[src/hw/uart_cfg_pkg.sv]
package uart_cfg_pkg;

	// ========================================
	// Buffering
	// ========================================

	// Entries per FIFO, must be a power of two
	localparam int FIFO_DEPTH = 4;
	// Level counts 0 to FIFO_DEPTH inclusive
	localparam int W_FLEVEL = $clog2(FIFO_DEPTH + 1);

	// ========================================
	// Bit timing and frame shape
	// ========================================

	// Clock-enable pulses per bit, power of two and at least 4
	localparam int OVERSAMPLE = 8;
	localparam int W_OVER = $clog2(OVERSAMPLE);

	// 10 bits of integer divide reach below 9600 baud at 72 MHz
	localparam int W_DIV_INT = 10;
	localparam int W_DIV_FRAC = 8;

	localparam int DATA_BITS = 8;

	// State numbering shared by serializer and deserializer
	localparam int W_STATE = 4;
	localparam logic [W_STATE-1:0] ST_IDLE = 4'd0;
	localparam logic [W_STATE-1:0] ST_START = 4'd1;
	// States 2 to DATA_BITS+1 carry the data bits
	localparam logic [W_STATE-1:0] ST_STOP = 4'(DATA_BITS + 2);

endpackage

[src/hw/uart_reg_pkg.sv]
package uart_reg_pkg;

	// ========================================
	// Register map
	// ========================================

	localparam logic [15:0] ADDR_CSR = 16'h0000;
	localparam logic [15:0] ADDR_DIV = 16'h0004;
	localparam logic [15:0] ADDR_FSTAT = 16'h0008;
	localparam logic [15:0] ADDR_TX = 16'h000c;
	localparam logic [15:0] ADDR_RX = 16'h0010;

	// CSR bits
	localparam int CSR_EN = 0;
	localparam int CSR_BUSY = 1;
	localparam int CSR_TXIE = 8;
	localparam int CSR_RXIE = 9;
	localparam int CSR_LOOPBACK = 10;

	// FSTAT bits, levels are 8-bit fields
	localparam int FSTAT_TXLEVEL_LSB = 0;
	localparam int FSTAT_TXFULL = 8;
	localparam int FSTAT_TXEMPTY = 9;
	localparam int FSTAT_TXOVER = 10;
	localparam int FSTAT_TXUNDER = 11;
	localparam int FSTAT_RXLEVEL_LSB = 16;
	localparam int FSTAT_RXFULL = 24;
	localparam int FSTAT_RXEMPTY = 25;
	localparam int FSTAT_RXOVER = 26;
	localparam int FSTAT_RXUNDER = 27;

	// ========================================
	// Write word views
	// ========================================

	typedef struct packed {
		logic [20:0] rsvd_hi;
		logic        loopback;
		logic        rxie;
		logic        txie;
		logic [5:0]  rsvd_lo;
		logic        busy;
		logic        en;
	} csr_view_t;

	typedef struct packed {
		logic [31-uart_cfg_pkg::W_DIV_INT-uart_cfg_pkg::W_DIV_FRAC:0] rsvd;
		logic [uart_cfg_pkg::W_DIV_INT-1:0]                          div_int;
		logic [uart_cfg_pkg::W_DIV_FRAC-1:0]                         div_frac;
	} div_view_t;

	// Same pwdata word, decoded by address
	typedef union packed {
		csr_view_t csr;
		div_view_t div;
	} apb_wword_u;

	// Divide by one, no fraction
	localparam div_view_t DIV_RESET = '{rsvd: '0, div_int: 1, div_frac: '0};

endpackage

[src/hw/clkdiv_frac.sv]
`timescale 1ns/1ps

module clkdiv_frac (
	input  logic                                clk,
	input  logic                                rst_n,
	input  logic                                en_i,
	input  logic [uart_cfg_pkg::W_DIV_INT-1:0]  div_int_i,
	input  logic [uart_cfg_pkg::W_DIV_FRAC-1:0] div_frac_i,
	output logic                                clk_en_o
);

	// One spare bit so that div_int plus the carry cannot wrap
	localparam int W_CTR = uart_cfg_pkg::W_DIV_INT + 1;

	logic [W_CTR-1:0]                    ctr;
	logic [uart_cfg_pkg::W_DIV_FRAC-1:0] acc;
	logic [uart_cfg_pkg::W_DIV_FRAC:0]   acc_sum;
	logic                                wrap;

	assign acc_sum = {1'b0, acc} + {1'b0, div_frac_i};
	assign wrap = ctr <= W_CTR'(1);

	always_ff @(posedge clk or negedge rst_n) begin
		if (!rst_n) begin
			ctr <= '0;
			acc <= '0;
			clk_en_o <= 1'b0;
		end else if (!en_i) begin
			ctr <= '0;
			acc <= '0;
			clk_en_o <= 1'b0;
		end else if (wrap) begin
			// Fraction overflow stretches this period by one cycle
			ctr <= {1'b0, div_int_i} + W_CTR'(acc_sum[uart_cfg_pkg::W_DIV_FRAC]);
			acc <= acc_sum[uart_cfg_pkg::W_DIV_FRAC-1:0];
			clk_en_o <= 1'b1;
		end else begin
			ctr <= ctr - 1'b1;
			clk_en_o <= 1'b0;
		end
	end

endmodule

[src/hw/sync_fifo.sv]
`timescale 1ns/1ps

module sync_fifo #(
	parameter int DEPTH = 4,
	parameter int WIDTH = 8
) (
	input  logic                           clk,
	input  logic                           rst_n,
	input  logic [WIDTH-1:0]               wdata_i,
	input  logic                           wen_i,
	output logic [WIDTH-1:0]               rdata_o,
	input  logic                           ren_i,
	output logic                           full_o,
	output logic                           empty_o,
	output logic [$clog2(DEPTH+1)-1:0]     level_o
);

	localparam int W_ADDR = $clog2(DEPTH);
	localparam int W_LEVEL = $clog2(DEPTH + 1);

	logic [WIDTH-1:0] mem [DEPTH];

	// Extra pointer bit tells full from empty
	logic [W_ADDR:0] wptr;
	logic [W_ADDR:0] rptr;
	logic            push;
	logic            pop;

	assign push = wen_i && !full_o;
	assign pop = ren_i && !empty_o;

	assign empty_o = wptr == rptr;
	assign full_o = (wptr ^ rptr) == {1'b1, {W_ADDR{1'b0}}};
	assign level_o = W_LEVEL'(wptr - rptr);

	// Head entry is visible without a read cycle
	assign rdata_o = mem[rptr[W_ADDR-1:0]];

	always_ff @(posedge clk) begin
		if (push) begin
			mem[wptr[W_ADDR-1:0]] <= wdata_i;
		end
	end

	always_ff @(posedge clk or negedge rst_n) begin
		if (!rst_n) begin
			wptr <= '0;
			rptr <= '0;
		end else begin
			if (push) begin
				wptr <= wptr + 1'b1;
			end
			if (pop) begin
				rptr <= rptr + 1'b1;
			end
		end
	end

endmodule

[src/hw/uart_tx.sv]
`timescale 1ns/1ps

module uart_tx (
	input  logic                               clk,
	input  logic                               rst_n,
	input  logic                               en_i,
	input  logic                               clk_en_i,
	input  logic [uart_cfg_pkg::DATA_BITS-1:0] fifo_rdata_i,
	input  logic                               fifo_empty_i,
	output logic                               fifo_ren_o,
	output logic                               busy_o,
	output logic                               tx_o
);

	logic [uart_cfg_pkg::W_OVER-1:0]    over_ctr;
	logic [uart_cfg_pkg::W_STATE-1:0]   state;
	logic [uart_cfg_pkg::DATA_BITS-1:0] shifter;
	logic                               step;

	// A state lasts one full lap of the oversample counter
	assign step = clk_en_i && (over_ctr == '0);

	assign busy_o = (state != uart_cfg_pkg::ST_IDLE) || !fifo_empty_i;

	// New byte is taken from idle or at the end of a stop bit
	assign fifo_ren_o = en_i && step && !fifo_empty_i &&
		(state == uart_cfg_pkg::ST_IDLE || state == uart_cfg_pkg::ST_STOP);

	always_ff @(posedge clk) begin
		if (fifo_ren_o) begin
			shifter <= fifo_rdata_i;
		end else if (step && state != uart_cfg_pkg::ST_IDLE) begin
			shifter <= shifter >> 1;
		end
	end

	always_ff @(posedge clk or negedge rst_n) begin
		if (!rst_n) begin
			tx_o <= 1'b1;
			over_ctr <= '0;
			state <= uart_cfg_pkg::ST_IDLE;
		end else if (!en_i) begin
			tx_o <= 1'b1;
			over_ctr <= '0;
			state <= uart_cfg_pkg::ST_IDLE;
		end else begin
			if (clk_en_i) begin
				over_ctr <= over_ctr + 1'b1;
			end
			if (step) begin
				state <= state + 1'b1;
				case (state)
					uart_cfg_pkg::ST_IDLE: begin
						if (fifo_empty_i) begin
							// Counter stays at zero so a new byte starts at once
							over_ctr <= '0;
							state <= uart_cfg_pkg::ST_IDLE;
						end else begin
							tx_o <= 1'b0;
						end
					end
					uart_cfg_pkg::ST_STOP: begin
						if (fifo_empty_i) begin
							over_ctr <= '0;
							state <= uart_cfg_pkg::ST_IDLE;
						end else begin
							// Back-to-back frame
							tx_o <= 1'b0;
							state <= uart_cfg_pkg::ST_START;
						end
					end
					default: begin
						// Start and data states, the last data state raises the stop bit
						tx_o <= (state == uart_cfg_pkg::ST_STOP - 1'b1) ? 1'b1 : shifter[0];
					end
				endcase
			end
		end
	end

endmodule

[src/hw/uart_rx.sv]
`timescale 1ns/1ps

module uart_rx (
	input  logic                               clk,
	input  logic                               rst_n,
	input  logic                               en_i,
	input  logic                               clk_en_i,
	input  logic                               din_i,
	output logic [uart_cfg_pkg::DATA_BITS-1:0] fifo_wdata_o,
	output logic                               fifo_wen_o
);

	logic [uart_cfg_pkg::W_OVER-1:0]    over_ctr;
	logic [uart_cfg_pkg::W_STATE-1:0]   state;
	logic [uart_cfg_pkg::DATA_BITS-1:0] shifter;
	logic                               step;

	assign step = clk_en_i && (over_ctr == '0);
	assign fifo_wdata_o = shifter;

	// Data states shift in from the top, so the LSB ends up at bit 0
	always_ff @(posedge clk) begin
		if (step && state > uart_cfg_pkg::ST_START && state < uart_cfg_pkg::ST_STOP) begin
			shifter <= {din_i, shifter[uart_cfg_pkg::DATA_BITS-1:1]};
		end
	end

	always_ff @(posedge clk or negedge rst_n) begin
		if (!rst_n) begin
			over_ctr <= '0;
			state <= uart_cfg_pkg::ST_IDLE;
			fifo_wen_o <= 1'b0;
		end else if (!en_i) begin
			over_ctr <= '0;
			state <= uart_cfg_pkg::ST_IDLE;
			fifo_wen_o <= 1'b0;
		end else begin
			fifo_wen_o <= 1'b0;
			if (clk_en_i) begin
				over_ctr <= over_ctr + 1'b1;
			end
			if (step) begin
				state <= state + 1'b1;
				case (state)
					uart_cfg_pkg::ST_IDLE: begin
						if (din_i) begin
							// Line still idle, keep watching every pulse
							over_ctr <= '0;
							state <= uart_cfg_pkg::ST_IDLE;
						end
					end
					uart_cfg_pkg::ST_START: begin
						// Half a bit more puts the samples at bit centres
						over_ctr <= uart_cfg_pkg::W_OVER'(uart_cfg_pkg::OVERSAMPLE / 2);
					end
					uart_cfg_pkg::ST_STOP: begin
						// Frames with a low stop bit are dropped
						fifo_wen_o <= din_i;
						// Straight to idle, half a bit of slack before the next edge
						over_ctr <= '0;
						state <= uart_cfg_pkg::ST_IDLE;
					end
					default: begin
						// Data sampled by the shifter block
					end
				endcase
			end
		end
	end

endmodule

[src/hw/uart_regs.sv]
`timescale 1ns/1ps

module uart_regs (
	input  logic                                clk,
	input  logic                                rst_n,

	// APB slave
	input  logic                                psel_i,
	input  logic                                penable_i,
	input  logic                                pwrite_i,
	input  logic [15:0]                         paddr_i,
	input  logic [31:0]                         pwdata_i,
	output logic [31:0]                         prdata_o,
	output logic                                pready_o,
	output logic                                pslverr_o,

	// Control
	output logic                                en_o,
	output logic                                txie_o,
	output logic                                rxie_o,
	output logic                                loopback_o,
	output logic [uart_cfg_pkg::W_DIV_INT-1:0]  div_int_o,
	output logic [uart_cfg_pkg::W_DIV_FRAC-1:0] div_frac_o,

	// Status
	input  logic                                busy_i,
	input  logic                                txfull_i,
	input  logic                                txempty_i,
	input  logic [uart_cfg_pkg::W_FLEVEL-1:0]   txlevel_i,
	input  logic                                rxfull_i,
	input  logic                                rxempty_i,
	input  logic [uart_cfg_pkg::W_FLEVEL-1:0]   rxlevel_i,

	// TX FIFO push and pop
	output logic [uart_cfg_pkg::DATA_BITS-1:0]  tx_wdata_o,
	output logic                                tx_wen_o,
	input  logic                                tx_ren_i,

	// RX FIFO pop, plus the push strobe for overflow detection
	input  logic [uart_cfg_pkg::DATA_BITS-1:0]  rx_rdata_i,
	output logic                                rx_ren_o,
	input  logic                                rx_wen_i
);

	uart_reg_pkg::apb_wword_u wword;

	logic wr_en;
	logic rd_en;
	logic fstat_wr;
	logic txover;
	logic txunder;
	logic rxover;
	logic rxunder;

	assign wword = pwdata_i;
	assign pready_o = 1'b1;
	assign pslverr_o = 1'b0;

	assign wr_en = psel_i && penable_i && pwrite_i;
	assign rd_en = psel_i && penable_i && !pwrite_i;
	assign fstat_wr = wr_en && paddr_i == uart_reg_pkg::ADDR_FSTAT;

	// ========================================
	// FIFO strobes
	// ========================================

	assign tx_wen_o = wr_en && paddr_i == uart_reg_pkg::ADDR_TX;
	assign tx_wdata_o = pwdata_i[uart_cfg_pkg::DATA_BITS-1:0];
	assign rx_ren_o = rd_en && paddr_i == uart_reg_pkg::ADDR_RX;

	// ========================================
	// Control, divider and sticky flags
	// ========================================

	always_ff @(posedge clk or negedge rst_n) begin
		if (!rst_n) begin
			en_o <= 1'b0;
			txie_o <= 1'b0;
			rxie_o <= 1'b0;
			loopback_o <= 1'b0;
			div_int_o <= uart_reg_pkg::DIV_RESET.div_int;
			div_frac_o <= uart_reg_pkg::DIV_RESET.div_frac;
		end else if (wr_en && paddr_i == uart_reg_pkg::ADDR_CSR) begin
			en_o <= wword.csr.en;
			txie_o <= wword.csr.txie;
			rxie_o <= wword.csr.rxie;
			loopback_o <= wword.csr.loopback;
		end else if (wr_en && paddr_i == uart_reg_pkg::ADDR_DIV) begin
			div_int_o <= wword.div.div_int;
			div_frac_o <= wword.div.div_frac;
		end
	end

	// A new error in the clearing cycle wins over the clear
	always_ff @(posedge clk or negedge rst_n) begin
		if (!rst_n) begin
			txover <= 1'b0;
			txunder <= 1'b0;
			rxover <= 1'b0;
			rxunder <= 1'b0;
		end else begin
			txover <= (txover && !(fstat_wr && pwdata_i[uart_reg_pkg::FSTAT_TXOVER])) ||
				(tx_wen_o && txfull_i);
			txunder <= (txunder && !(fstat_wr && pwdata_i[uart_reg_pkg::FSTAT_TXUNDER])) ||
				(tx_ren_i && txempty_i);
			rxover <= (rxover && !(fstat_wr && pwdata_i[uart_reg_pkg::FSTAT_RXOVER])) ||
				(rx_wen_i && rxfull_i);
			rxunder <= (rxunder && !(fstat_wr && pwdata_i[uart_reg_pkg::FSTAT_RXUNDER])) ||
				(rx_ren_o && rxempty_i);
		end
	end

	// ========================================
	// Read mux
	// ========================================

	always_comb begin
		prdata_o = '0;
		case (paddr_i)
			uart_reg_pkg::ADDR_CSR: begin
				prdata_o[uart_reg_pkg::CSR_EN] = en_o;
				prdata_o[uart_reg_pkg::CSR_BUSY] = busy_i;
				prdata_o[uart_reg_pkg::CSR_TXIE] = txie_o;
				prdata_o[uart_reg_pkg::CSR_RXIE] = rxie_o;
				prdata_o[uart_reg_pkg::CSR_LOOPBACK] = loopback_o;
			end
			uart_reg_pkg::ADDR_DIV: begin
				prdata_o[uart_cfg_pkg::W_DIV_FRAC-1:0] = div_frac_o;
				prdata_o[uart_cfg_pkg::W_DIV_FRAC +: uart_cfg_pkg::W_DIV_INT] = div_int_o;
			end
			uart_reg_pkg::ADDR_FSTAT: begin
				prdata_o[uart_reg_pkg::FSTAT_TXLEVEL_LSB +: uart_cfg_pkg::W_FLEVEL] = txlevel_i;
				prdata_o[uart_reg_pkg::FSTAT_TXFULL] = txfull_i;
				prdata_o[uart_reg_pkg::FSTAT_TXEMPTY] = txempty_i;
				prdata_o[uart_reg_pkg::FSTAT_TXOVER] = txover;
				prdata_o[uart_reg_pkg::FSTAT_TXUNDER] = txunder;
				prdata_o[uart_reg_pkg::FSTAT_RXLEVEL_LSB +: uart_cfg_pkg::W_FLEVEL] = rxlevel_i;
				prdata_o[uart_reg_pkg::FSTAT_RXFULL] = rxfull_i;
				prdata_o[uart_reg_pkg::FSTAT_RXEMPTY] = rxempty_i;
				prdata_o[uart_reg_pkg::FSTAT_RXOVER] = rxover;
				prdata_o[uart_reg_pkg::FSTAT_RXUNDER] = rxunder;
			end
			uart_reg_pkg::ADDR_RX: begin
				prdata_o[uart_cfg_pkg::DATA_BITS-1:0] = rx_rdata_i;
			end
			default: begin
				// TX data and unmapped addresses read as zero
			end
		endcase
	end

endmodule

[src/hw/uart_mini.sv]
`timescale 1ns/1ps

module uart_mini (
	input  logic        clk,
	input  logic        rst_n,
	input  logic        psel_i,
	input  logic        penable_i,
	input  logic        pwrite_i,
	input  logic [15:0] paddr_i,
	input  logic [31:0] pwdata_i,
	output logic [31:0] prdata_o,
	output logic        pready_o,
	output logic        pslverr_o,
	input  logic        rx_i,
	output logic        tx_o,
	output logic        irq_o,
	output logic        dreq_o
);

	logic [uart_cfg_pkg::DATA_BITS-1:0]  tx_wdata;
	logic                                tx_wen;
	logic [uart_cfg_pkg::DATA_BITS-1:0]  tx_rdata;
	logic                                tx_ren;
	logic                                tx_full;
	logic                                tx_empty;
	logic [uart_cfg_pkg::W_FLEVEL-1:0]   tx_level;

	logic [uart_cfg_pkg::DATA_BITS-1:0]  rx_wdata;
	logic                                rx_wen;
	logic [uart_cfg_pkg::DATA_BITS-1:0]  rx_rdata;
	logic                                rx_ren;
	logic                                rx_full;
	logic                                rx_empty;
	logic [uart_cfg_pkg::W_FLEVEL-1:0]   rx_level;

	logic                                en;
	logic                                txie;
	logic                                rxie;
	logic                                loopback;
	logic                                busy;
	logic                                clk_en;
	logic                                din;
	logic [uart_cfg_pkg::W_DIV_INT-1:0]  div_int;
	logic [uart_cfg_pkg::W_DIV_FRAC-1:0] div_frac;

	// Loopback feeds our own serial output back to the receiver
	assign din = loopback ? tx_o : rx_i;

	assign irq_o = (txie && !tx_full) || (rxie && !rx_empty);
	assign dreq_o = irq_o;

	clkdiv_frac u_clkdiv (
		.clk(clk), .rst_n(rst_n), .en_i(en),
		.div_int_i(div_int), .div_frac_i(div_frac), .clk_en_o(clk_en)
	);

	sync_fifo #(.DEPTH(uart_cfg_pkg::FIFO_DEPTH), .WIDTH(uart_cfg_pkg::DATA_BITS)) u_txfifo (
		.clk(clk), .rst_n(rst_n), .wdata_i(tx_wdata), .wen_i(tx_wen),
		.rdata_o(tx_rdata), .ren_i(tx_ren),
		.full_o(tx_full), .empty_o(tx_empty), .level_o(tx_level)
	);

	sync_fifo #(.DEPTH(uart_cfg_pkg::FIFO_DEPTH), .WIDTH(uart_cfg_pkg::DATA_BITS)) u_rxfifo (
		.clk(clk), .rst_n(rst_n), .wdata_i(rx_wdata), .wen_i(rx_wen),
		.rdata_o(rx_rdata), .ren_i(rx_ren),
		.full_o(rx_full), .empty_o(rx_empty), .level_o(rx_level)
	);

	uart_tx u_tx (
		.clk(clk), .rst_n(rst_n), .en_i(en), .clk_en_i(clk_en),
		.fifo_rdata_i(tx_rdata), .fifo_empty_i(tx_empty), .fifo_ren_o(tx_ren),
		.busy_o(busy), .tx_o(tx_o)
	);

	uart_rx u_rx (
		.clk(clk), .rst_n(rst_n), .en_i(en), .clk_en_i(clk_en), .din_i(din),
		.fifo_wdata_o(rx_wdata), .fifo_wen_o(rx_wen)
	);

	uart_regs u_regs (
		.clk(clk), .rst_n(rst_n),
		.psel_i(psel_i), .penable_i(penable_i), .pwrite_i(pwrite_i),
		.paddr_i(paddr_i), .pwdata_i(pwdata_i), .prdata_o(prdata_o),
		.pready_o(pready_o), .pslverr_o(pslverr_o),
		.en_o(en), .txie_o(txie), .rxie_o(rxie), .loopback_o(loopback),
		.div_int_o(div_int), .div_frac_o(div_frac),
		.busy_i(busy), .txfull_i(tx_full), .txempty_i(tx_empty), .txlevel_i(tx_level),
		.rxfull_i(rx_full), .rxempty_i(rx_empty), .rxlevel_i(rx_level),
		.tx_wdata_o(tx_wdata), .tx_wen_o(tx_wen), .tx_ren_i(tx_ren),
		.rx_rdata_i(rx_rdata), .rx_ren_o(rx_ren), .rx_wen_i(rx_wen)
	);

endmodule

[config.mk]
export PLATFORM = sky130hd
export DESIGN_NAME = uart_mini
export DESIGN_NICKNAME = d
export VERILOG_FILES = /design/src/hw/uart_cfg_pkg.sv /design/src/hw/uart_reg_pkg.sv /design/src/hw/clkdiv_frac.sv /design/src/hw/sync_fifo.sv /design/src/hw/uart_tx.sv /design/src/hw/uart_rx.sv /design/src/hw/uart_regs.sv /design/src/hw/uart_mini.sv
export SDC_FILE = /design/constraint.sdc
export NUM_CORES = 1
export LEC_CHECK = 0
export BUFFER_PORTS_ARGS = -buffer_cell sky130_fd_sc_hd__buf_2
export CAP_MARGIN = 40
export CORE_ASPECT_RATIO = 1.75
export CORE_MARGIN = 2
export CORE_UTILIZATION = 63
export CTS_CLUSTER_DIAMETER = 40
export CTS_CLUSTER_SIZE = 28
export DETAILED_ROUTE_END_ITERATION = 6
export PLACE_DENSITY = 0.85
export SYNTH_ARGS = -nofsm -noshare
export SYNTH_HDL_FRONTEND = slang
export SYNTH_SLANG_ARGS = --single-unit
[constraint.sdc]
create_clock -name clk -period 7.6 [get_ports clk]
set_input_delay 1.14 -clock clk [delete_from_list [all_inputs] [get_ports clk]]
set_output_delay 1.14 -clock clk [all_outputs]
set_load 0.1 [all_outputs]
Word level (Yosys, flattened, before mapping)
Memory sizes are Yosys's and may differ from the RTL's.
Cells that the tools add are included.
{"block": "op_classes", "n_addsub": 13, "order_cmp": 3, "n_eq_ne": 16, "mux": 49, "bitwise": 3, "reduce_logical": 60}
{"operator": "1-bit logical AND", "count": 34}
{"operator": "16-bit by 4-bit == test with 1-bit output, second input constant", "count": 2}
{"operator": "4-bit 2-to-1 mux", "count": 8}
{"operator": "8-bit 2-to-1 mux", "count": 4}
{"operator": "3-bit 2-to-1 mux", "count": 9}
{"operator": "11-bit 2-to-1 mux", "count": 2}
{"operator": "3-bit by 1-bit adder with 3-bit output, second input constant", "count": 6}
{"operator": "3-bit case mux with 3 select lines", "count": 2}
{"operator": "1-bit 2-to-1 mux", "count": 17}
{"operator": "16-bit by 3-bit == test with 1-bit output, second input constant", "count": 1}
{"operator": "16-bit by 5-bit == test with 1-bit output, second input constant", "count": 1}
{"operator": "16-bit logical NOT", "count": 1}
{"operator": "4-bit case mux with 2 select lines", "count": 2}
{"operator": "4-bit == test, second input constant", "count": 3}
{"operator": "10-bit by 1-bit adder with 11-bit output", "count": 1}
{"operator": "11-bit by 1-bit <= comparator with 1-bit output, second input constant", "count": 1}
{"operator": "11-bit by 1-bit subtractor with 11-bit output, second input constant", "count": 1}
{"operator": "5-bit case mux with 2 select lines", "count": 1}
{"operator": "8-bit by 8-bit adder with 9-bit output", "count": 1}
{"operator": "1-bit logical NOT", "count": 9}
{"operator": "4-bit by 1-bit adder with 4-bit output, second input constant", "count": 2}
{"operator": "4-bit logical NOT", "count": 2}
{"operator": "2-bit case mux with 4 select lines", "count": 1}
{"operator": "1-bit logical OR", "count": 7}
{"operator": "18 further kinds", "count": 26}
{"block": "totals", "regBits": 90, "mem_bits_rw": 64, "in_bits": 54, "out_inout_bits": 37, "wordCells": 171, "memories": 2}
{"memory": "u_rxfifo.mem", "depth": 4, "word_bits": 8, "read_ports": 1, "rd_ports_with_merged_regs": 0, "wr": 1, "line": "sync_fifo.sv:21", "text": "logic [WIDTH-1:0] mem [DEPTH];"}
{"memory": "u_txfifo.mem", "depth": 4, "word_bits": 8, "read_ports": 1, "rd_ports_with_merged_regs": 0, "wr": 1, "line": "sync_fifo.sv:21"}

Depth between registers and ports, before layout
Gate-level depths: netlist (run 1).
{"block": "logic_depth", "word_depth": 7, "mapped_depth": 13, "mapped_depth_nobuf": 13}

Cells and area by module
From an unflattened synthesis (run 1), not the netlist that was laid out.
{"block": "unflattened", "hier_cells": 650, "hier_area_um2": 8140.3}
{"mod": "sync_fifo", "n_inst": 2, "cells_each": 86, "area_per_inst_um2": 1612.8, "seq_area_each_um2": 1111.1}
{"mod": "uart_regs", "n_inst": 1, "cells_each": 156, "area_per_inst_um2": 1682.9, "seq_area_each_um2": 651.9}
{"mod": "clkdiv_frac", "n_inst": 1, "cells_each": 169, "area_per_inst_um2": 1465.2, "seq_area_each_um2": 500.5}
{"mod": "uart_tx", "n_inst": 1, "cells_each": 76, "area_per_inst_um2": 902.1, "seq_area_each_um2": 441.7}
{"mod": "uart_rx", "n_inst": 1, "cells_each": 72, "area_per_inst_um2": 828.3, "seq_area_each_um2": 440.4}
{"mod": "uart_mini", "n_inst": 1, "cells_each": 5, "area_per_inst_um2": 36.3, "seq_area_each_um2": 0.0}

Least setup slack after synthesis (run 1)
OpenSTA, ideal clock, no wires.
{"block": "synth_path", "kind": "input -> output", "startpoint": "in paddr_i[9]", "endpoint": "out prdata_o[1]", "arrival_time_ns": 3.769, "t_required_ns": 6.460, "path_slack_ns": 2.691, "cell_stages": 5, "path_buffers": 1, "cell_sequence": "nor4_1 -> and4_1 -> clkbuf_1 -> nand2_1 -> o2111ai_1"}
{"block": "synth_via", "elab_chain_len": 2, "elab_cells_between_ends": 5, "cone_classes": "eq/ne (3); mux (1); reduce/logical (1)"}
{"element": "start, declared", "line": "uart_mini.sv:9", "text": "input logic [15:0] paddr_i,"}
{"element": "16-bit by 5-bit == test with 1-bit output (tied with other cells)", "line": "uart_regs.sv:119", "text": "case (paddr_i)"}
{"element": "2-bit case mux with 4 select lines (*)", "line": "uart_regs.sv:119"}
{"element": "end, declared", "line": "uart_mini.sv:11", "text": "output logic [31:0] prdata_o,"}
Every way passes the cells marked *; elsewhere a longest branch is shown, timed or not.

Final worst setup path (run 1)
{"block": "layout_path", "startpoint": "in paddr_i[9]", "endpoint": "out prdata_o[10]"}
{"block": "layout_via", "elab_chain_len": 2, "elab_cells_between_ends": 4, "cone_classes": "eq/ne (2); mux (1); reduce/logical (1)"}
{"element": "16-bit by 4-bit == test with 1-bit output (tied with other cells)", "line": "uart_regs.sv:119"}
{"element": "3-bit case mux with 3 select lines (*)", "line": "uart_regs.sv:119"}
Marked as above.

==> metrics, run 1 <==
Most used DFF post-synth=edfxtp_1; CTS sink count=154; hold buffers post-CTS=0; Routed Antenna Nets=0; Routed WL per cell=21.35 um; area grow syn2layout=13.16%; Cell Rows=53; CTS Buffer Depth=2; Synth Instances=between 600 and 700; period utilization=0.6334; MaxCap Viol Count=0; Post-CTS Setup Bufs=0; outcome=complete, no violations; initial DRC count=458; leak pwr=3.595 nW; setup ws final=around 2.8 ns; commonest non-fill, non-tap cell in the layout=edfxtp_1; Final GP Congestion=0.9376; register area share after synthesis=0.5433; Mapped Area=0.007835 mm^2; Sum Neg Setup Slack=0 ns; Worst-Margin Slew=between 0.8 and 0.9 ns; Die Span Y=151.5 um; Power Dens Cells=197.7 mW/mm^2; final WL=18440 um; CP Launch Type=input pin; vias in the first global route=roughly 5500; IO Count=91; proportion of layout cells with a drive suffix above 1=0.2375; via total after detailed routing=5444; post-synthesis register bit count=154; Layout Nets=781; diode count=0; count of flip-flops with a built-in enable after synthesis=80; DP Worst Slack=2.875 ns; crit path DAT=3.67 ns; Max transition margin=0.4029; DRC viols=0; first-pass GRT wire length=29440 um; root buffer cell=clkbuf_16; hold crit path type=reg -> reg; CTS Buf Count=17; Clk Latency, worst-skew pair=0.42 ns; syn avg cell area=12.62 um^2; WS Path Type=in -> out; fraction of registers with async set/reset=0.4805; final count of hold timing violations=0; RSZ-0062 raised after global routing=no; Worst Path Required=between 6 and 7 ns; antenna violations before repair=0; Synth cell types=68; Total Routing Usage GR=0.2987; post-cts gate resize count=0; Max Clk Rate=around 0.21 GHz; drt pass-1 iters=5; Max IR drop VDD=roughly 0.0003 V; DR vias/cell=6.301; YS warnings=0; Die Span X=88.30 um; buffers added on ports=67; CTS HTree Levels=4; Reg clk slew, reported paths=0.07 ns; remaining global-route overflow=0; die area=0.01338 mm^2; DP Wirelength=between 10000 and 15000 um; kind of end point of the critical path=primary output; largest net degree at the start of global routing=64; min Tclk post-route=about 4.8 ns; Setup Skew=0.007651 ns; number of fill cells=795; critical path fanouts, max=13; most frequent cells in the layout=edfxtp_1 (80), dfrtp_1 (72), buf_2 (66); # setup viols final=0; area of the core=0.01207 mm^2; CTS tree=yes; Initial Util=0.6492; Slew Viols, Final=0
==> metal layers <==
layer	wire, um	up-vias	share of wire	GRT usage
li1	-	2437	-	-
met4	801	0	0.043	0.1485
met1	6525	2733	0.35	0.3330
met2	10280	223	0.56	0.5357
met5	0	-	0	0
met3	836	51	0.045	0.05471
==> worst paths after layout <==
kind | from | end | slack (ns) | depth (start not counted)
max | paddr_i[9] | prdata_o[10] | 2.79 | 6
min | u_txfifo.rptr[2] | u_txfifo.rptr[2] | 0.49 | 1
max reg2reg | u_regs.div_frac_o[0] | u_clkdiv.ctr[10] | 4.51 | 13
min reg2reg | u_txfifo.rptr[2] | u_txfifo.rptr[2] | 0.49 | 1
max in group asynchronous | rst_n | u_tx.tx_o | 6.43 | 2
min in group asynchronous | rst_n | u_rxfifo.rptr[2] | 0.56 | 1
==> sequential cells by signal, indices dropped and copies added, names as in the netlist, 4 cells and up <==
name,flops
u_clkdiv.acc,8
u_clkdiv.ctr,11
u_regs.div_frac_o,8
u_regs.div_int_o,10
u_rx.fifo_wdata_o,8
u_rx.state,4
u_rxfifo.mem,32
u_tx.shifter,8
u_tx.state,4
u_txfifo.mem,32
==> logic make-up (layout without fill, tap and decap cells) <==
| logic type | count (synthesis) | after routing | share of synthesized area |
|---|---|---|---|
| xor gates and xnor gates | 30 | 30 | 0.03354 |
| muxes | 55 | 55 | 0.1016 |
| AOI/OAI and AO/OA | 96 | 96 | 0.08959 |
| buffers and inverters | 67 | 136 | 0.03944 |
| adders and majority gates | 41 | 41 | 0.06835 |
| DFF | 154 | 154 | 0.5433 |
| and+or+nand+nor | 176 | 176 | 0.1233 |
| other | 2 | 11 | 0.0009585 |
==> Yosys cell counts, types with 7 or more instances <==
cell type / count / area [um^2]
nand4_1: 7 / 43.79
buf_4: 12 / 90.09
a22o_1: 8 / 70.07
edfxtp_1: 80 / 2402
clkbuf_1: 17 / 63.81
dfrtp_1: 72 / 1802
nand2_1: 39 / 146.4
mux2_2: 32 / 360.4
mux4_2: 16 / 360.4
ha_1: 38 / 475.5
and3_1: 10 / 62.56
nand3_1: 22 / 110.1
nor3_1: 13 / 65.06
o211ai_1: 7 / 52.55
xnor2_1: 23 / 201.4
and2_1: 14 / 87.58
o21ai_0: 15 / 75.07
inv_1: 31 / 116.4
a21oi_1: 13 / 65.06
a211oi_1: 9 / 67.56
nor2_1: 31 / 116.4
xor2_1: 7 / 61.31
==> critical path: stages <==
cell	delay, ns
buf_2	0.10
nor4_1	0.59
nand3_1	0.29
nor3_2	0.78
a221o_1	0.32
buf_2	0.44
==> per-stage QoR <==
step	instance area, um^2	hold slack (ns)	power [mW]	utilization	instances
after global placement	8247	0.4660	0.9443	0.6833	830
after detailed placement	8285	0.4821	0.9475	0.6865	832
after CTS	8866	0.4980	1.761	0.7346	864
after floorplan	7869	0.4486	0.9252	-	630
final	8866	0.4944	1.752	0.7346	864
after global routing	8866	0.5207	1.802	0.7346	864
==> report_power, final <==
group | internal, mW | total [mW] | switching, mW
Sequential | 0.874 | 0.875 | 0.0000265
Combinational | 0.0114 | 0.0566 | 0.0452
Clock | 0.462 | 0.821 | 0.359
Total | 1.35 | 1.75 | 0.404
==> area by class of cell <==
cell class	instances	area, um^2	area share
clock buffer	17	425.4	0.04798
timing repair buffer	72	399.1	0.04502
sequential	154	4257	0.4801
tap	165	206.4	0.02329
inverter	32	120.1	0.01355
multi-input combinational	409	3303	0.3726
clock inverter	15	155.1	0.01750
No activity file was read; power rests on OpenSTA's default activity.
==> inputs of run 2 (changes only) <==
- CORE_UTILIZATION: 63 -> 53
- PLACE_DENSITY: 0.85 -> 0.76
- clock period: 7.6 -> 4.4 ns (I/O delays scaled with it)
==> metrics, run 2 (same netlist as run 1, synthesis figures left out) <==
Worst-Margin Slew=0.7441 ns (-0.1468 ns); Final GP Congestion=0.9166 (-2.2%); drt pass-1 iters=5 (unchanged); min Tclk post-route=3.692 ns; crit path DAT=3.03 ns (-0.64 ns); Die Span X=95.91 um (+8.6%); reg2reg end=u_clkdiv.ctr[10]; IO Count=91 (unchanged); Sum Neg Setup Slack=0 ns (unchanged); via total after detailed routing=5298 (-2.7%); remaining global-route overflow=0 (unchanged); crit-path max cell delay=0.60 ns (-0.18 ns); critical path cell sequence=buf_2, nor4_1, nand3_1, nor3_2, buf_4, a22o_1, buf_2; MaxCap Viol Count=0 (unchanged); antenna violations before repair=1 (+1); Slew Viols, Final=0 (unchanged); Worst R2R Start=u_regs.div_frac_o[0]; critical path fanouts, max=7 (-6); final WL=17640 um (-4.4%); R2R cell count=13 (unchanged); Routed WL per cell=19.99 um (-6.3%); Pwr Total=3.034 mW (+73%); CP max-delay cell=nor4_1; worst hold margin=0.2204 ns (-0.2740 ns); outcome=complete, no violations; Max transition margin=0.5021 (+0.09927); final core occ=0.6152 (-0.1194); kind of end point of the critical path=primary output; hold buffers post-CTS=0 (unchanged); first-pass GRT wire length=28700 um (-2.5%); root buffer cell=clkbuf_16; vias in the first global route=5534 (-0.18%); setup ws final=0.7080 ns (-2.078 ns); r2r setup slk=1.29 ns (-3.22 ns); CTS HTree Levels=4 (unchanged); CTS sink count=154 (unchanged); Reg clk slew, reported paths=0.06 ns (about the same); leak pwr=3.595 nW (about the same); largest net degree at the start of global routing=39 (-39%); Power Dens Cells=341.4 mW/mm^2 (+73%); CTS Buf Count=17 (unchanged); most frequent cells in the layout=edfxtp_1 (80), dfrtp_1 (72), buf_2 (67); period utilization=0.8391; DP Worst Slack=0.7434 ns (-2.132 ns); RSZ-0062 raised after global routing=no; Max IR drop VDD=0.0003588 V (+23%); DR vias/cell=6.007 (-4.7%); Die Span Y=164.8 um (+8.8%); CP Launch Type=input pin; CP dominant cell by count=buf_2; die area=0.01581 mm^2 (+18%); CTS tree=yes; critical path depth=7 (+1); Initial Util=0.5425 (-0.1066); buffers added on ports=67 (unchanged); CP Launch Point=paddr_i[9]; proportion of layout cells with a drive suffix above 1=0.2365 (-0.001015); area of the core=0.01444 mm^2 (+20%); Setup Skew=0.007654 ns (+0.000003110 ns); post-cts gate resize count=0 (unchanged); CP bufs+invs=3 (+1); Total Routing Usage GR=0.2412 (-0.05758); hold crit path type=in -> async; WS Path Type=in -> out; Worst Path Required=3.74 ns (-2.72 ns); Cell Rows=58 (+9.4%); DRC viols=0 (unchanged); DP Wirelength=12850 um (-1.2%); final count of hold timing violations=0 (unchanged); Routed Antenna Nets=0 (unchanged); diode count=0 (unchanged); Clk Latency, worst-skew pair=0.42 ns (about the same); CP delay by family, top=simple AND/OR/NAND/NOR gates; area grow syn2layout=13.40%; CTS Buffer Depth=2 (unchanged); Max Clk Rate=0.2709 GHz; Post-CTS Setup Bufs=0 (unchanged); # setup viols final=0 (unchanged); commonest non-fill, non-tap cell in the layout=edfxtp_1; initial DRC count=333 (-27%); Layout Nets=784 (+0.38%)
## run 2: per-stage QoR
stage,cells,area (um^2)
6_report,882,8885
5_1_grt,882,8885
4_1_cts,882,8885
3_5_place_dp,850,8313
3_3_place_gp,848,8288
2_1_floorplan,630,7869
## run 2: worst max-delay path by stage
stage	end
floorplan	prdata_o[1]
global placement	prdata_o[11]
detailed placement	prdata_o[11]
CTS	prdata_o[11]
global route	prdata_o[4]
finish	prdata_o[11]
## run 2: layer usage
metal  vias to the layer above  GRT usage  routed length [um]
li1                       2427          -                   -
met1                      2694     0.2721                6667
met2                       143     0.4406                9785
met3                        32    0.03923                 596
met4                         2     0.1013                 569
met5                         -          0                  16
## run 2: cell type report
| type | instances | area, um^2 |
|---|---|---|
| sequential | 154 | 4257 |
| fill | 1083 | 5557 |
| multi-input combinational | 409 | 3303 |
| clock inverter | 11 | 110.1 |
| clock buffer | 21 | 461.7 |
| timing repair buffer | 75 | 407.9 |
| tap | 180 | 225.2 |
| inverter | 32 | 120.1 |
## run 2: power by group
part           total (mW)  switching (mW)  leakage (nW)  internal [mW]
Sequential           1.51       0.0000459          1.70           1.51
Clock                1.43           0.604         0.269          0.822
Combinational      0.0966          0.0777          1.62         0.0190
==> inputs of run 3 (changes only) <==
- ABC_AREA: unset -> 1
- CORE_UTILIZATION: 53 -> 59
- PLACE_DENSITY: 0.76 -> 0.8
- clock period: 4.4 -> 3.4 ns (I/O delays scaled with it)
==> metrics, run 3 <==
MaxCap Viol Count=0 (unchanged); most instantiated library cell after synthesis=nand2_1; WS Path Type=reg -> out; die area=0.01510 mm^2 (-4.5%); area taken by multi-input logic gates=0.003353 mm^2 (+1.5%); root buffer cell=clkbuf_16; Hold Path Stages=1; largest net degree at the start of global routing=51 (+31%); period utilization=0.9170; CP Launch Type=flop; Synth Instances=901 (+45%); power share of the sequential group=0.446 (-0.052); Routed WL per cell=15.29 um (-24%); Synth cell types=41 (-40%); Final GP Congestion=0.9070 (-1.0%); number of fill cells=1054 (-2.7%); CTS tree=yes; final WL=17920 um (+1.6%); CTS HTree Levels=4 (unchanged); proportion of layout cells with a drive suffix above 1=0.1839 (-0.05255); via total after detailed routing=6245 (+18%); reg2reg end=u_clkdiv.ctr[8]; Setup Skew=0.01509 ns (+0.007435 ns); first-pass GRT wire length=29970 um (+4.4%); Die Span Y=161.1 um (-2.3%); min Tclk post-route=3.118 ns; R2R cell count=16 (+3); IO Count=91 (unchanged); DP Wirelength=13210 um (+2.8%); Sum Neg Setup Slack=0 ns (unchanged); drt pass-1 iters=5 (unchanged); Net Sw Power=1.299 mW (+90%); initial DRC count=331 (-0.60%); hold crit path type=in -> reg; Cell Rows=57 (-1.7%); remaining global-route overflow=0 (unchanged); vias in the first global route=6453 (+17%); # setup viols final=0 (unchanged); Clk pwr share=0.439 (-0.031); CTS Buf Count=17 (unchanged); DR vias/cell=5.328 (-11%); Max IR drop VDD=0.0004288 V (+20%); Clk Latency, worst-skew pair=0.44 ns (+0.02 ns); Worst Path Required=2.89 ns (-0.85 ns); YS warnings=0 (unchanged); outcome=complete, no violations; Mapped Area=0.008318 mm^2 (+6.2%); area grow syn2layout=13.99%; leak pwr=4.467 nW (+24%); Max transition margin=0.5843 (+0.08218); Layout Nets=1077 (+37%); Pint=3.522 mW (+50%); Worst R2R Start=u_regs.div_frac_o[0]; area of the core=0.01384 mm^2 (-4.2%); r2r setup slk=0.53 ns (-0.76 ns); critical path fanouts, max=20 (+13); register area share after synthesis=0.5117 (-0.03154); dominant cells by area after synthesis=edfxtp_1 (29%), dfrtp_1 (22%), nand2_1 (8.4%), inv_1 (5.8%), ha_1 (5.7%); Slew Viols, Final=0 (unchanged); commonest non-fill, non-tap cell in the layout=nand2_1; Reg clk slew, reported paths=0.08 ns (+0.02 ns); final core occ=0.6853 (+0.07007); register area=0.004257 mm^2 (unchanged); hold path start=pwdata_i[2]; diode count=0 (unchanged); RSZ-0062 raised after global routing=no; Initial Util=0.6012 (+0.05865); Worst-Margin Slew=0.6235 ns (-0.1205 ns); CTS sink count=154 (unchanged); Post-CTS Setup Bufs=0 (unchanged); CTS Buffer Depth=2 (unchanged); CP Launch Point=u_rxfifo.rptr[0]; Die Span X=93.76 um (-2.2%); antenna violations before repair=0 (-1); Power Dens Cells=508.4 mW/mm^2 (+49%); Most used DFF post-synth=edfxtp_1; buffers added on ports=67 (unchanged); hold buffers post-CTS=1 (+1); crit path DAT=2.61 ns (-0.42 ns); Routed Antenna Nets=0 (unchanged); post-cts gate resize count=0 (unchanged); count of flip-flops with a built-in enable after synthesis=80 (unchanged); Post-synth top cells=nand2_1 (186), inv_1 (129), nor2_1 (96); syn avg cell area=9.232 um^2 (-27%); kind of end point of the critical path=primary output; DRC viols=0 (unchanged); post-synthesis register bit count=154 (unchanged); final count of hold timing violations=0 (unchanged); Max Clk Rate=about 0.32 GHz; Total Routing Usage GR=0.2547 (+0.01351); most frequent cells in the layout=nand2_1 (186), inv_1 (129), nor2_1 (96); fraction of registers with async set/reset=0.4805 (unchanged); Logic pwr share=0.115 (+0.083); Yosys top cell by area=edfxtp_1; Hold EP=u_txfifo.mem[0][2]; Synth top area share=0.2888 (-0.01780); switch share=0.2694 (+0.04463)
==> run 3: changes by cell type after synthesis, moves of 15 or more <==
cell,previous run,this run
nand2_1,39,186
clkbuf_1,17,0
xnor2_1,23,8
nand3_1,22,44
inv_1,31,129
nor2_1,31,96
mux2_2,32,0
o21ai_2,0,20
o21ai_0,15,53
mux4_2,16,0
==> run 3: layout make-up <==
type	instances	share of cell area
clock buffers	17	0.04487
multi-input cells	590	0.3537
inverters	135	0.05358
repair buffers	84	0.05146
well taps	177	0.02336
flip-flops and latches	154	0.4489
clock inverters	15	0.02415
==> run 3: power groups by stage <==
| stage | clock network [mW] | logic, mW | registers [mW] |
|---|---|---|---|
| detailed placement | 0 | 0.546 | 2.19 |
| floorplan | 0 | 0.438 | 2.17 |
| global route | 2.21 | 0.622 | 2.16 |
| global placement | 0 | 0.524 | 2.18 |
| CTS | 2.13 | 0.557 | 2.15 |
| finish | 2.12 | 0.553 | 2.15 |
==> run 3: worst max path at each step <==
stage                                 end  slack (ns)  cells after the start
after floorplan              prdata_o[17]        0.15                      5
after global placement    u_clkdiv.ctr[6]        0.62                     16
after detailed placement  u_clkdiv.ctr[8]        0.55                     16
after CTS                    prdata_o[17]        0.28                      6
after global routing         prdata_o[17]        0.16                      6
final                        prdata_o[17]        0.28                      6
==> run 3: logic make-up (layout without fill, tap and decap cells) <==
group	count (synthesis)	count (layout)	share of synthesized area
AOI/OAI and AO/OA	121	121	0.09145
xor gates and xnor gates	26	26	0.02738
adders and majority gates	41	41	0.06438
buffers and inverters	166	251	0.08995
DFF	154	154	0.5117
other	2	11	0.0009029
and+or+nand+nor	391	391	0.2142
==> run 3: per-layer routing <==
| metal | vias to the layer above | track usage | share of wire |
|---|---|---|---|
| met5 | - | 0 | 0 |
| met4 | 0 | 0.1206 | 0.037 |
| met3 | 42 | 0.04478 | 0.034 |
| met2 | 136 | 0.4805 | 0.57 |
| met1 | 2997 | 0.2646 | 0.36 |
| li1 | 3070 | - | - |
==> run 3: critical path: stages (launching register included) <==
cell and delay (ns):
dfrtp_1 0.74, ha_1 0.24, inv_1 0.05, fa_1 0.47, inv_1 0.04, o22ai_1 0.17
buf_2 0.46
==> run 3: stage by stage <==
step                      instance area (um^2)  setup WS (ns)  cells  hold WS [ns]  total power [mW]
final                                     9482         0.2822   1172        0.3094             4.821
after global routing                      9482         0.1625   1172        0.3209             4.996
after CTS                                 9482         0.2783   1172        0.3024             4.842
after detailed placement                  8817         0.5501   1139        0.4521             2.734
after global placement                    8790         0.6155   1138        0.4656             2.706
after floorplan                           8358         0.1528    910        0.2144             2.607
